File: config.mk
export PLATFORM = sky130hd
export DESIGN_NAME = l2_dir_top
export DESIGN_NICKNAME = d
export VERILOG_FILES = /design/src/common/l2_pkg.sv /design/src/common/dir_resp_if.sv /design/src/common/tag_dir_if.sv /design/src/l2_cache/l2_dir_stage.sv /design/src/l2_cache/l2_response_stage.sv /design/src/l2_cache/l2_tag_stage.sv /design/src/rtl/l2_dir_top.sv
export SDC_FILE = /design/constraint.sdc
export NUM_CORES = 1
export LEC_CHECK = 0
export BUFFER_PORTS_ARGS = -buffer_cell sky130_fd_sc_hd__buf_2
export CORE_ASPECT_RATIO = 0.6
export CORE_MARGIN = 1.5
export CORE_UTILIZATION = 40
export DETAILED_ROUTE_END_ITERATION = 16
export HOLD_SLACK_MARGIN = 0.06
export PLACE_DENSITY = 0.63
export SLEW_MARGIN = 10
export SYNTH_ARGS = -nofsm -noshare
export SYNTH_HDL_FRONTEND = slang
export SYNTH_SLANG_ARGS = --single-unit
File: constraint.sdc
create_clock -name clk -period 11.9 [get_ports clk]
set_input_delay 1.785 -clock clk [delete_from_list [all_inputs] [get_ports clk]]
set_output_delay 1.785 -clock clk [all_outputs]
set_load 0.01 [all_outputs]
File: src/common/l2_pkg.sv
/*
 * Shared definitions for the L2 directory pipeline: cache sizes,
 * the line address split into set and tag, and the request operation
 * and response status encodings.
 */

package l2_pkg;

	localparam int l2_num_sets = 16;
	localparam int l2_num_ways = 4;
	localparam int l2_set_width = 4;
	localparam int l2_tag_width = 6;
	localparam int addr_width = l2_set_width + l2_tag_width;

	typedef logic [1:0] way_t;
	typedef logic [l2_tag_width - 1:0] l2_tag_t;
	typedef logic [l2_set_width - 1:0] l2_set_t;
	typedef logic [addr_width - 1:0] l2_addr_t;

	typedef enum logic [1:0] {
		op_load,
		op_store,
		op_fill
	} pci_op_t;

	typedef enum logic [1:0] {
		status_hit,
		status_miss,
		status_fill,
		status_fill_writeback
	} resp_status_t;

	// The set index sits in the low bits of a line address
	function automatic l2_set_t addr_set(input l2_addr_t address);
		return address[l2_set_width - 1:0];
	endfunction

	function automatic l2_tag_t addr_tag(input l2_addr_t address);
		return address[addr_width - 1:l2_set_width];
	endfunction

endpackage

File: src/common/dir_resp_if.sv
/*
 * Request passed from the directory stage to the response stage,
 * with the victim state and the previous L1 directory entry.
 */

`timescale 1ns/1ps

interface dir_resp_if;
	import l2_pkg::*;

	logic valid;
	pci_op_t op;
	l2_addr_t address;
	logic hit;
	// Hit way on a hit, replacement way otherwise
	way_t way;
	logic victim_valid;
	l2_tag_t victim_tag;
	logic victim_dirty;
	logic l1_valid;
	way_t l1_way;
	l2_tag_t l1_tag;

	modport src(
		output valid, op, address, hit, way,
		output victim_valid, victim_tag, victim_dirty,
		output l1_valid, l1_way, l1_tag
	);

	modport dst(
		input valid, op, address, hit, way,
		input victim_valid, victim_tag, victim_dirty,
		input l1_valid, l1_way, l1_tag
	);

endinterface

File: src/common/tag_dir_if.sv
/*
 * Decoded request passed from the tag stage to the directory stage,
 * with the hit result and the chosen replacement victim.
 */

`timescale 1ns/1ps

interface tag_dir_if;
	import l2_pkg::*;

	logic valid;
	pci_op_t op;
	l2_addr_t address;
	way_t l1_way;
	logic hit;
	way_t hit_way;
	way_t replace_way;
	logic victim_valid;
	l2_tag_t victim_tag;

	modport src(
		output valid, op, address, l1_way,
		output hit, hit_way, replace_way,
		output victim_valid, victim_tag
	);

	modport dst(
		input valid, op, address, l1_way,
		input hit, hit_way, replace_way,
		input victim_valid, victim_tag
	);

endinterface

File: src/l2_cache/l2_dir_stage.sv
/*
 * Directory stage: per-line dirty bits and L1 directory entries.
 * Old values are read and forwarded in the same cycle the entry
 * for the request is updated.
 */

`timescale 1ns/1ps

module l2_dir_stage(
	input            clk,
	input            reset,
	input            stall_pipeline,
	tag_dir_if.dst   from_tag,
	dir_resp_if.src  to_resp);

	import l2_pkg::*;

	logic dirty_mem[l2_num_sets][l2_num_ways];

	// Each L2 line has a directory entry with its L1 valid bit, L1 way and tag
	logic dir_valid_mem[l2_num_sets][l2_num_ways];
	way_t dir_l1_way_mem[l2_num_sets][l2_num_ways];
	l2_tag_t dir_l1_tag_mem[l2_num_sets][l2_num_ways];

	l2_set_t req_set;
	l2_tag_t req_tag;
	way_t line_way;
	logic set_dirty;
	logic clear_dirty;
	logic write_entry;

	assign req_set = addr_set(from_tag.address);
	assign req_tag = addr_tag(from_tag.address);
	assign line_way = from_tag.hit ? from_tag.hit_way : from_tag.replace_way;

	assign set_dirty = from_tag.valid && from_tag.op == op_store && from_tag.hit;
	assign clear_dirty = from_tag.valid && from_tag.op == op_fill && !from_tag.hit;
	assign write_entry = from_tag.valid && (from_tag.hit || from_tag.op == op_fill);

	always_ff @(posedge clk)
	begin
		if (reset)
		begin
			to_resp.valid <= 1'b0;
			for (int s = 0; s < l2_num_sets; s++)
			begin
				for (int w = 0; w < l2_num_ways; w++)
				begin
					dirty_mem[s][w] <= 1'b0;
					dir_valid_mem[s][w] <= 1'b0;
				end
			end
		end
		else if (!stall_pipeline)
		begin
			to_resp.valid <= from_tag.valid;

			// A store only dirties a line that is resident
			if (set_dirty)
				dirty_mem[req_set][from_tag.hit_way] <= 1'b1;
			else if (clear_dirty)
				dirty_mem[req_set][from_tag.replace_way] <= 1'b0;

			if (write_entry)
				dir_valid_mem[req_set][line_way] <= 1'b1;
		end
	end

	always_ff @(posedge clk)
	begin
		if (!stall_pipeline)
		begin
			if (write_entry)
			begin
				dir_l1_way_mem[req_set][line_way] <= from_tag.l1_way;
				dir_l1_tag_mem[req_set][line_way] <= req_tag;
			end

			to_resp.op <= from_tag.op;
			to_resp.address <= from_tag.address;
			to_resp.hit <= from_tag.hit;
			to_resp.way <= line_way;
			to_resp.victim_valid <= from_tag.victim_valid;
			to_resp.victim_tag <= from_tag.victim_tag;
			to_resp.victim_dirty <= dirty_mem[req_set][from_tag.replace_way];

			// The previous entry of the chosen line is read before this update lands
			to_resp.l1_valid <= dir_valid_mem[req_set][line_way];
			to_resp.l1_way <= dir_l1_way_mem[req_set][line_way];
			to_resp.l1_tag <= dir_l1_tag_mem[req_set][line_way];
		end
	end

endmodule

File: src/l2_cache/l2_response_stage.sv
/*
 * Response stage: classifies hit, miss, fill and dirty writeback,
 * and holds the response register.
 */

`timescale 1ns/1ps

module l2_response_stage(
	input                              clk,
	input                              reset,
	input                              stall_pipeline,
	dir_resp_if.dst                    from_dir,
	output logic                       resp_valid,
	output l2_pkg::pci_op_t            resp_op,
	output l2_pkg::l2_addr_t           resp_address,
	output l2_pkg::resp_status_t       resp_status,
	output l2_pkg::way_t               resp_way,
	output l2_pkg::l2_tag_t            resp_evict_tag,
	output logic                       resp_l1_valid,
	output l2_pkg::way_t               resp_l1_way,
	output l2_pkg::l2_tag_t            resp_l1_tag);

	import l2_pkg::*;

	resp_status_t status;

	always_comb
	begin
		if (from_dir.hit)
			status = status_hit;
		else if (from_dir.op == op_fill)
		begin
			// Only a dirty resident victim needs to go back to memory
			if (from_dir.victim_valid && from_dir.victim_dirty)
				status = status_fill_writeback;
			else
				status = status_fill;
		end
		else
			status = status_miss;
	end

	always_ff @(posedge clk)
	begin
		if (reset)
			resp_valid <= 1'b0;
		else if (!stall_pipeline)
			resp_valid <= from_dir.valid;
	end

	always_ff @(posedge clk)
	begin
		if (!stall_pipeline)
		begin
			resp_op <= from_dir.op;
			resp_address <= from_dir.address;
			resp_status <= status;
			resp_way <= from_dir.way;
			resp_evict_tag <= status == status_fill_writeback ? from_dir.victim_tag : '0;
			resp_l1_valid <= from_dir.l1_valid;
			resp_l1_way <= from_dir.l1_way;
			resp_l1_tag <= from_dir.l1_tag;
		end
	end

endmodule

File: src/l2_cache/l2_tag_stage.sv
/*
 * Tag stage: request register, four-way tag lookup over the sets,
 * per-set round-robin replacement and tag install on a fill miss.
 */

`timescale 1ns/1ps

module l2_tag_stage(
	input                    clk,
	input                    reset,
	input                    stall_pipeline,
	input                    req_valid,
	input l2_pkg::pci_op_t   req_op,
	input l2_pkg::l2_addr_t  req_address,
	input l2_pkg::way_t      req_l1_way,
	tag_dir_if.src           to_dir);

	import l2_pkg::*;

	// The lookup works on a registered copy of the incoming request
	logic req_valid_q;
	pci_op_t req_op_q;
	l2_addr_t req_address_q;
	way_t req_l1_way_q;

	l2_tag_t tag_mem[l2_num_sets][l2_num_ways];
	logic valid_mem[l2_num_sets][l2_num_ways];
	way_t rr_count[l2_num_sets];

	l2_set_t req_set;
	l2_tag_t req_tag;
	logic hit;
	way_t hit_way;
	way_t replace_way;
	logic install;

	assign req_set = addr_set(req_address_q);
	assign req_tag = addr_tag(req_address_q);
	assign replace_way = rr_count[req_set];

	always_comb
	begin
		hit = 1'b0;
		hit_way = '0;
		for (int w = 0; w < l2_num_ways; w++)
		begin
			if (!hit && valid_mem[req_set][w] && tag_mem[req_set][w] == req_tag)
			begin
				hit = 1'b1;
				hit_way = way_t'(w);
			end
		end
	end

	// A fill that already hits keeps the resident line
	assign install = req_valid_q && req_op_q == op_fill && !hit;

	always_ff @(posedge clk)
	begin
		if (reset)
		begin
			req_valid_q <= 1'b0;
			to_dir.valid <= 1'b0;
			for (int s = 0; s < l2_num_sets; s++)
			begin
				rr_count[s] <= '0;
				for (int w = 0; w < l2_num_ways; w++)
					valid_mem[s][w] <= 1'b0;
			end
		end
		else if (!stall_pipeline)
		begin
			req_valid_q <= req_valid;
			to_dir.valid <= req_valid_q;
			if (install)
			begin
				valid_mem[req_set][replace_way] <= 1'b1;
				rr_count[req_set] <= replace_way + 2'd1;
			end
		end
	end

	always_ff @(posedge clk)
	begin
		if (!stall_pipeline)
		begin
			req_op_q <= req_op;
			req_address_q <= req_address;
			req_l1_way_q <= req_l1_way;
			if (install)
				tag_mem[req_set][replace_way] <= req_tag;

			to_dir.op <= req_op_q;
			to_dir.address <= req_address_q;
			to_dir.l1_way <= req_l1_way_q;
			to_dir.hit <= hit;
			to_dir.hit_way <= hit_way;
			to_dir.replace_way <= replace_way;
			// Victim state as it was before this request's install
			to_dir.victim_valid <= valid_mem[req_set][replace_way];
			to_dir.victim_tag <= tag_mem[req_set][replace_way];
		end
	end

endmodule

File: src/rtl/l2_dir_top.sv
/*
 * Top level of the L2 directory pipeline: tag, directory and
 * response stages joined by their stage interfaces.
 */

`timescale 1ns/1ps

module l2_dir_top(
	input                              clk,
	input                              reset,
	input                              stall_pipeline,
	input                              req_valid,
	input l2_pkg::pci_op_t             req_op,
	input l2_pkg::l2_addr_t            req_address,
	input l2_pkg::way_t                req_l1_way,
	output logic                       resp_valid,
	output l2_pkg::pci_op_t            resp_op,
	output l2_pkg::l2_addr_t           resp_address,
	output l2_pkg::resp_status_t       resp_status,
	output l2_pkg::way_t               resp_way,
	output l2_pkg::l2_tag_t            resp_evict_tag,
	output logic                       resp_l1_valid,
	output l2_pkg::way_t               resp_l1_way,
	output l2_pkg::l2_tag_t            resp_l1_tag);

	tag_dir_if tag_dir();
	dir_resp_if dir_resp();

	l2_tag_stage i_tag_stage(
		.clk(clk),
		.reset(reset),
		.stall_pipeline(stall_pipeline),
		.req_valid(req_valid),
		.req_op(req_op),
		.req_address(req_address),
		.req_l1_way(req_l1_way),
		.to_dir(tag_dir.src));

	l2_dir_stage i_dir_stage(
		.clk(clk),
		.reset(reset),
		.stall_pipeline(stall_pipeline),
		.from_tag(tag_dir.dst),
		.to_resp(dir_resp.src));

	l2_response_stage i_response_stage(
		.clk(clk),
		.reset(reset),
		.stall_pipeline(stall_pipeline),
		.from_dir(dir_resp.dst),
		.resp_valid(resp_valid),
		.resp_op(resp_op),
		.resp_address(resp_address),
		.resp_status(resp_status),
		.resp_way(resp_way),
		.resp_evict_tag(resp_evict_tag),
		.resp_l1_valid(resp_l1_valid),
		.resp_l1_way(resp_l1_way),
		.resp_l1_tag(resp_l1_tag));

endmodule

### After elaboration in Yosys (flattened, before gate mapping)

Memories as Yosys holds them, arrays and structs flattened. A register that Yosys moved wholly into a read port is not among the register bits.
Cells that the tools add are included.
Widths: inputs -> output; s select.

| storage, ports and cells | value |
|---|---|
| ROM bits | 0 |
| bits in registers | 107 |
| memories | 7 |
| memory bits (writable) | 1,120 |
| logic and storage cells | 185 |
| bits in latches | 0 |

Memory list:

| memory | depth | bits a word | read ports | clocked after memory_dff | write ports | RTL line | source |
|---|---|---|---|---|---|---|---|
| i_dir_stage.dir_l1_tag_mem | 16 | 24 | 1 | 1 | 1 | l2_dir_stage.sv:23 | `l2_tag_t dir_l1_tag_mem[l2_num_sets][l2_num_ways];` |
| i_tag_stage.tag_mem | 16 | 24 | 1 | 1 | 1 | l2_tag_stage.sv:26 | `l2_tag_t tag_mem[l2_num_sets][l2_num_ways];` |
| i_dir_stage.dir_l1_way_mem | 16 | 8 | 1 | 1 | 1 | l2_dir_stage.sv:22 | `way_t dir_l1_way_mem[l2_num_sets][l2_num_ways];` |
| i_dir_stage.dir_valid_mem | 16 | 4 | 1 | 1 | 16 | l2_dir_stage.sv:21 | `logic dir_valid_mem[l2_num_sets][l2_num_ways];` |
| i_dir_stage.dirty_mem | 16 | 4 | 1 | 1 | 16 | l2_dir_stage.sv:18 | `logic dirty_mem[l2_num_sets][l2_num_ways];` |
| i_tag_stage.valid_mem | 16 | 4 | 1 | 1 | 16 | l2_tag_stage.sv:27 | `logic valid_mem[l2_num_sets][l2_num_ways];` |
| +1 memories | -- | -- | -- | -- | -- | -- |  |

| operators by class | value |
|---|---|
| div/mod/pow operators | 0 |
| equal/unequal tests | 9 |
| bitwise gates (word level) | 8 |
| multiplexer cells | 88 |
| add/sub/neg operators | 1 |
| reductions and logical operators | 30 |
| order comparisons | 8 |
| shift operators | 0 |
| multiply operators | 0 |

Operator list:

| operator | number |
|---|---|
| $mux 4 | 21 |
| $mux 24 | 2 |
| $mux 1 | 38 |
| $mux 6 | 6 |
| $bmux 6 s2 | 2 |
| $demux 6 s2 | 2 |
| $eq 6x6->1 | 4 |
| $logic_and 1x1->1 | 19 |
| $mux 2 | 7 |
| $ge 3x3->1 const B | 4 |
| $lt 3x1->1 const B | 4 |
| $not 2->3 | 4 |
| $reduce_or 4->1 | 3 |
| $demux 1 s2 | 4 |
| $eq 2x2->1 const B | 4 |
| $mux 8 | 1 |
| $bmux 1 s2 | 3 |
| $logic_not 1->1 | 5 |
| $bmux 2 s2 | 1 |
| $demux 2 s2 | 1 |
| $or 1x1->1 | 4 |
| $reduce_or 2->1 | 2 |
| $add 2x1->2 const B | 1 |
| $eq 2x1->1 const B | 1 |
| $logic_or 1x1->1 | 1 |

### Logic depth before layout (Yosys ltp)

| logic depth | value |
|---|---|
| depth after elaboration | 23 |
| mapped depth | 15 |
| gate-level depth less buffers | 8 |

### By module

A second synthesis with hierarchy kept.

| second synthesis, totals | value |
|---|---|
| cells, all modules | 2,900 |
| area, all modules | 49,601.3 sq um |

Modules (own cells, without submodules):

| module | area each (sq um) | cells each | times used | seq. area each (sq um) |
|---|---|---|---|---|
| l2_dir_stage | 26,583.0 | 1,468 | 1 | 19,558.8 |
| l2_tag_stage | 21,941.0 | 1,380 | 1 | 15,094.5 |
| l2_response_stage | 1,077.3 | 52 | 1 | 950.9 |

### Worst setup path after synthesis

OpenSTA, ideal clock, no wires.

| timing path | value |
|---|---|
| path kind | input -> register |
| start | in stall_pipeline |
| end | mem i_dir_stage.dirty_mem[15][3] (netlist bit), enable pin |
| path slack | 5,804 ps |
| cell stages on the path | 10 |
| required time | 11,593 ps |
| arrival time | 5,789 ps |
| library setup time | 307 ps |
| cell sequence | clkbuf_1 -> inv_1 -> nand2_1 -> nor4_1 -> nor2b_1 -> nand2b_1 -> clkbuf_1 -> a21boi_1 -> clkbuf_1 -> o21bai_1 |

RTL lines:

| element | RTL line | source |
|---|---|---|
| start, declared | l2_dir_top.sv:11 | `input stall_pipeline,` |
| end, declared | l2_dir_stage.sv:18 |  |

==> metrics.txt <==
status=finished, final reports clean; max cap viols=0; final hold slack=415 ps; antenna viol nets, final=0; Rel. slew slack=0.182; final setup vio count=0; total grt overflow=0; CTS root buf=clkbuf_16; largest family of logic cells by synthesized area=multiplexers; critical setup path kind=reg2reg; Data arrival, critical path=6830 ps; RSZ-0062 raised after global routing=no; critical-path cell list=buf_4, mux4_2, mux4_2, xnor2_1, nand4_1, nor4_2, a21oi_4, nand3_4, buf_4, nor3_1; worst path required time=12230 ps; die area=126000 um^2; CTS Sinks=1235; H-tree levels=3; syn_area_per_cell=18.2 um^2; cell area after technology mapping=49500 um^2; Initial Utilization=0.406; Simple-Gate Fraction of Synth Area=0.0554; PostCTS Resize Cnt=0; Num CTS Buffers=110; peak supply drop=0.109 mV; vias in the first global route=25700; DR pass1 iterations=5; share of cells above drive strength 1=0.217; Setup crit end kind=register; commonest non-fill, non-tap cell in the layout=edfxtp_1; Fin Clk Skew=41.0 ps; total number of vias=26200; placer congestion estimate=0.873; layout net count=2761; FMAX=154 MHz; crit share post-route=0.546; slew at the pin with the worst max-slew slack=1220 ps; LEAKAGE=17.3 nW; gate count of the mapped netlist=2725; Die X=457 um; Period minus WS final=6500 ps; Power Density=167 nW/um^2; global-route wire length before repair=178000 um; synth unique cells=60; fillers=10200; vias per std cell=5.88; leading cell types in the layout, fill and taps excluded=edfxtp_1, mux4_2, nor2_1; Synth Flop Type=edfxtp_1; multi-input logic area=12700 um^2; type of the most critical hold path=reg2reg; Wirelength per Cell=27.6 um; core box area=122000 um^2; final core utilization=0.449; clk_lat worst skew=750 ps; initial antenna violation count=7; sequential area share after synthesis=0.720; Die H=276 um; DRT iter0 DRCs=3514; register area=35700 um^2; EDFF count, synth=1095; Slowest-stage cell, CP=dfxtp_4; Post-CTS Repair Setup Buffers=0; Hold-fix buffers, CTS=0; Max stage delay on crit path=910 ps; mux contribution to synthesized area=0.162; syn nets=2747; # rows=99; DRC=0; port bufs=49; adder-cell share of the synthesized area=0.00101; Slew Limit Fails=0; number of synthesized register bits=1235; YS warnings=0; final hold violations=0; Worst Setup Start Kind=register; PnR Total Power=9.15 mW; GRT Util Overall=0.195; clk buf depth=3; largest net degree at the start of global routing=105; number of I/O pins=50; WL final=123000 um; final setup TNS=0 ps; clock slew at reported path FFs=70 ps; area delta synth->final=10.8%; CTS tree=yes; Async SR Flop Fraction=0; worst-path fanout max=93; Post-Synth XOR/XNOR Area=0.00495; compound-cell area share of the yosys netlist=0.0325; dpl hpwl=78900 um
## layout make-up
cell class | count | share of cell area
flip-flops and latches | 1235 | 0.651
multi-input cells | 1226 | 0.231
clock buffers | 144 | 0.0545
well taps | 1616 | 0.0369
clock inverters | 64 | 0.0111
repair buffers | 87 | 0.00978
inverters | 79 | 0.00545
diodes | 2 | 0.0000912
## synth_stat cells, types with 3 or more instances
| cell | n | area share |
|---|---|---|
| a21oi_1 | 9 | 0.00091 |
| a31oi_1 | 10 | 0.0013 |
| nand3_1 | 29 | 0.0029 |
| clkbuf_1 | 100 | 0.0076 |
| a221oi_2 | 3 | 0.00091 |
| o211ai_1 | 3 | 0.00045 |
| clkinv_1 | 4 | 0.00030 |
| nand2b_1 | 13 | 0.0016 |
| mux2_2 | 11 | 0.0025 |
| dfxtp_1 | 140 | 0.057 |
| mux2i_1 | 59 | 0.012 |
| nor4_1 | 20 | 0.0025 |
| xor2_1 | 11 | 0.0019 |
| nor2b_1 | 18 | 0.0023 |
| ha_1 | 4 | 0.0010 |
| buf_2 | 32 | 0.0032 |
| a22oi_1 | 10 | 0.0015 |
| buf_4 | 16 | 0.0024 |
| o21ai_0 | 8 | 0.00081 |
| o32ai_1 | 64 | 0.011 |
| mux4_2 | 325 | 0.15 |
| nor2_1 | 293 | 0.022 |
| and4_1 | 32 | 0.0057 |
| buf_1 | 28 | 0.0021 |
| nand2_1 | 90 | 0.0068 |
| nor3_1 | 60 | 0.0061 |
| inv_1 | 74 | 0.0056 |
| and3_1 | 11 | 0.0014 |
| a21o_1 | 48 | 0.0073 |
| o21bai_1 | 32 | 0.0049 |
| buf_6 | 9 | 0.0020 |
| nand4_1 | 5 | 0.00063 |
| edfxtp_1 | 1095 | 0.66 |
| xnor2_1 | 17 | 0.0030 |
| and2_1 | 12 | 0.0015 |
## final timing paths
path                                           start                                        end  slack, ps  depth (start not counted)
max reg2reg                                 register        i_tag_stage.tag_mem[2][5]$_DFFE_PP_       5400                         10
min          i_dir_stage.to_resp.l1_tag[5]$_DFFE_PN_  i_response_stage.resp_l1_tag[5]$_DFFE_PN_        420                          0
min reg2reg  i_dir_stage.to_resp.l1_tag[5]$_DFFE_PN_  i_response_stage.resp_l1_tag[5]$_DFFE_PN_        420                          0
max                                         register        i_tag_stage.tag_mem[2][5]$_DFFE_PP_       5400                         10
## where the power goes
part	internal [mW]	switching, mW	total [mW]
logic	0.280	0.452	0.732
clock network	1.96	1.61	3.57
registers	4.79	0.0651	4.85
total	7.02	2.13	9.15
## cell families after synthesis
family	Yosys count
xor gates and xnor gates	28
muxes	395
AOI/OAI and AO/OA	206
DFF	1235
adders and majority gates	4
buffers and inverters	264
and+or+nand+nor	593
## state kept, by name, indices dropped and copies added, names as in the netlist, 6 cells and up, named ones only
name and count:
i_dir_stage.dir_l1_tag_mem 384, i_dir_stage.dir_l1_way_mem 128, i_dir_stage.dir_valid_mem 64, i_dir_stage.dirty_mem 64
i_dir_stage.to_resp.address 10, i_dir_stage.to_resp.l1_tag 6, i_dir_stage.to_resp.victim_tag 6, i_response_stage.resp_address 10
i_response_stage.resp_evict_tag 6, i_response_stage.resp_l1_tag 6, i_tag_stage.req_address_q 10, i_tag_stage.rr_count 32
i_tag_stage.tag_mem 384, i_tag_stage.to_dir.address 10, i_tag_stage.to_dir.victim_tag 6, i_tag_stage.valid_mem 64
## layer usage
metal  GRT usage  wire [um]
met1       0.302      56300
met2       0.253      48900
met3      0.0758      15200
met4      0.0438       2310
met5     0.00440        136
## worst max-delay path: cells and delay by family (launching register included)
family | cells | cell delay [ps]
buf+inv | 2 | 1300
simple gates | 4 | 1840
compound gates | 1 | 590
mux | 2 | 1110
flops | 1 | 910
xor+xnor | 1 | 160
## metrics by stage
step	area (um^2)	instances	setup slack, ps
6_report	54900	4453	5400
5_1_grt	54900	4452	5090
4_1_cts	54900	4451	5500
3_5_place_dp	51300	4243	5520
3_3_place_gp	51300	4243	5830
2_1_floorplan	49500	2725	5800
Note: power is estimated with default switching activity, not from simulation.
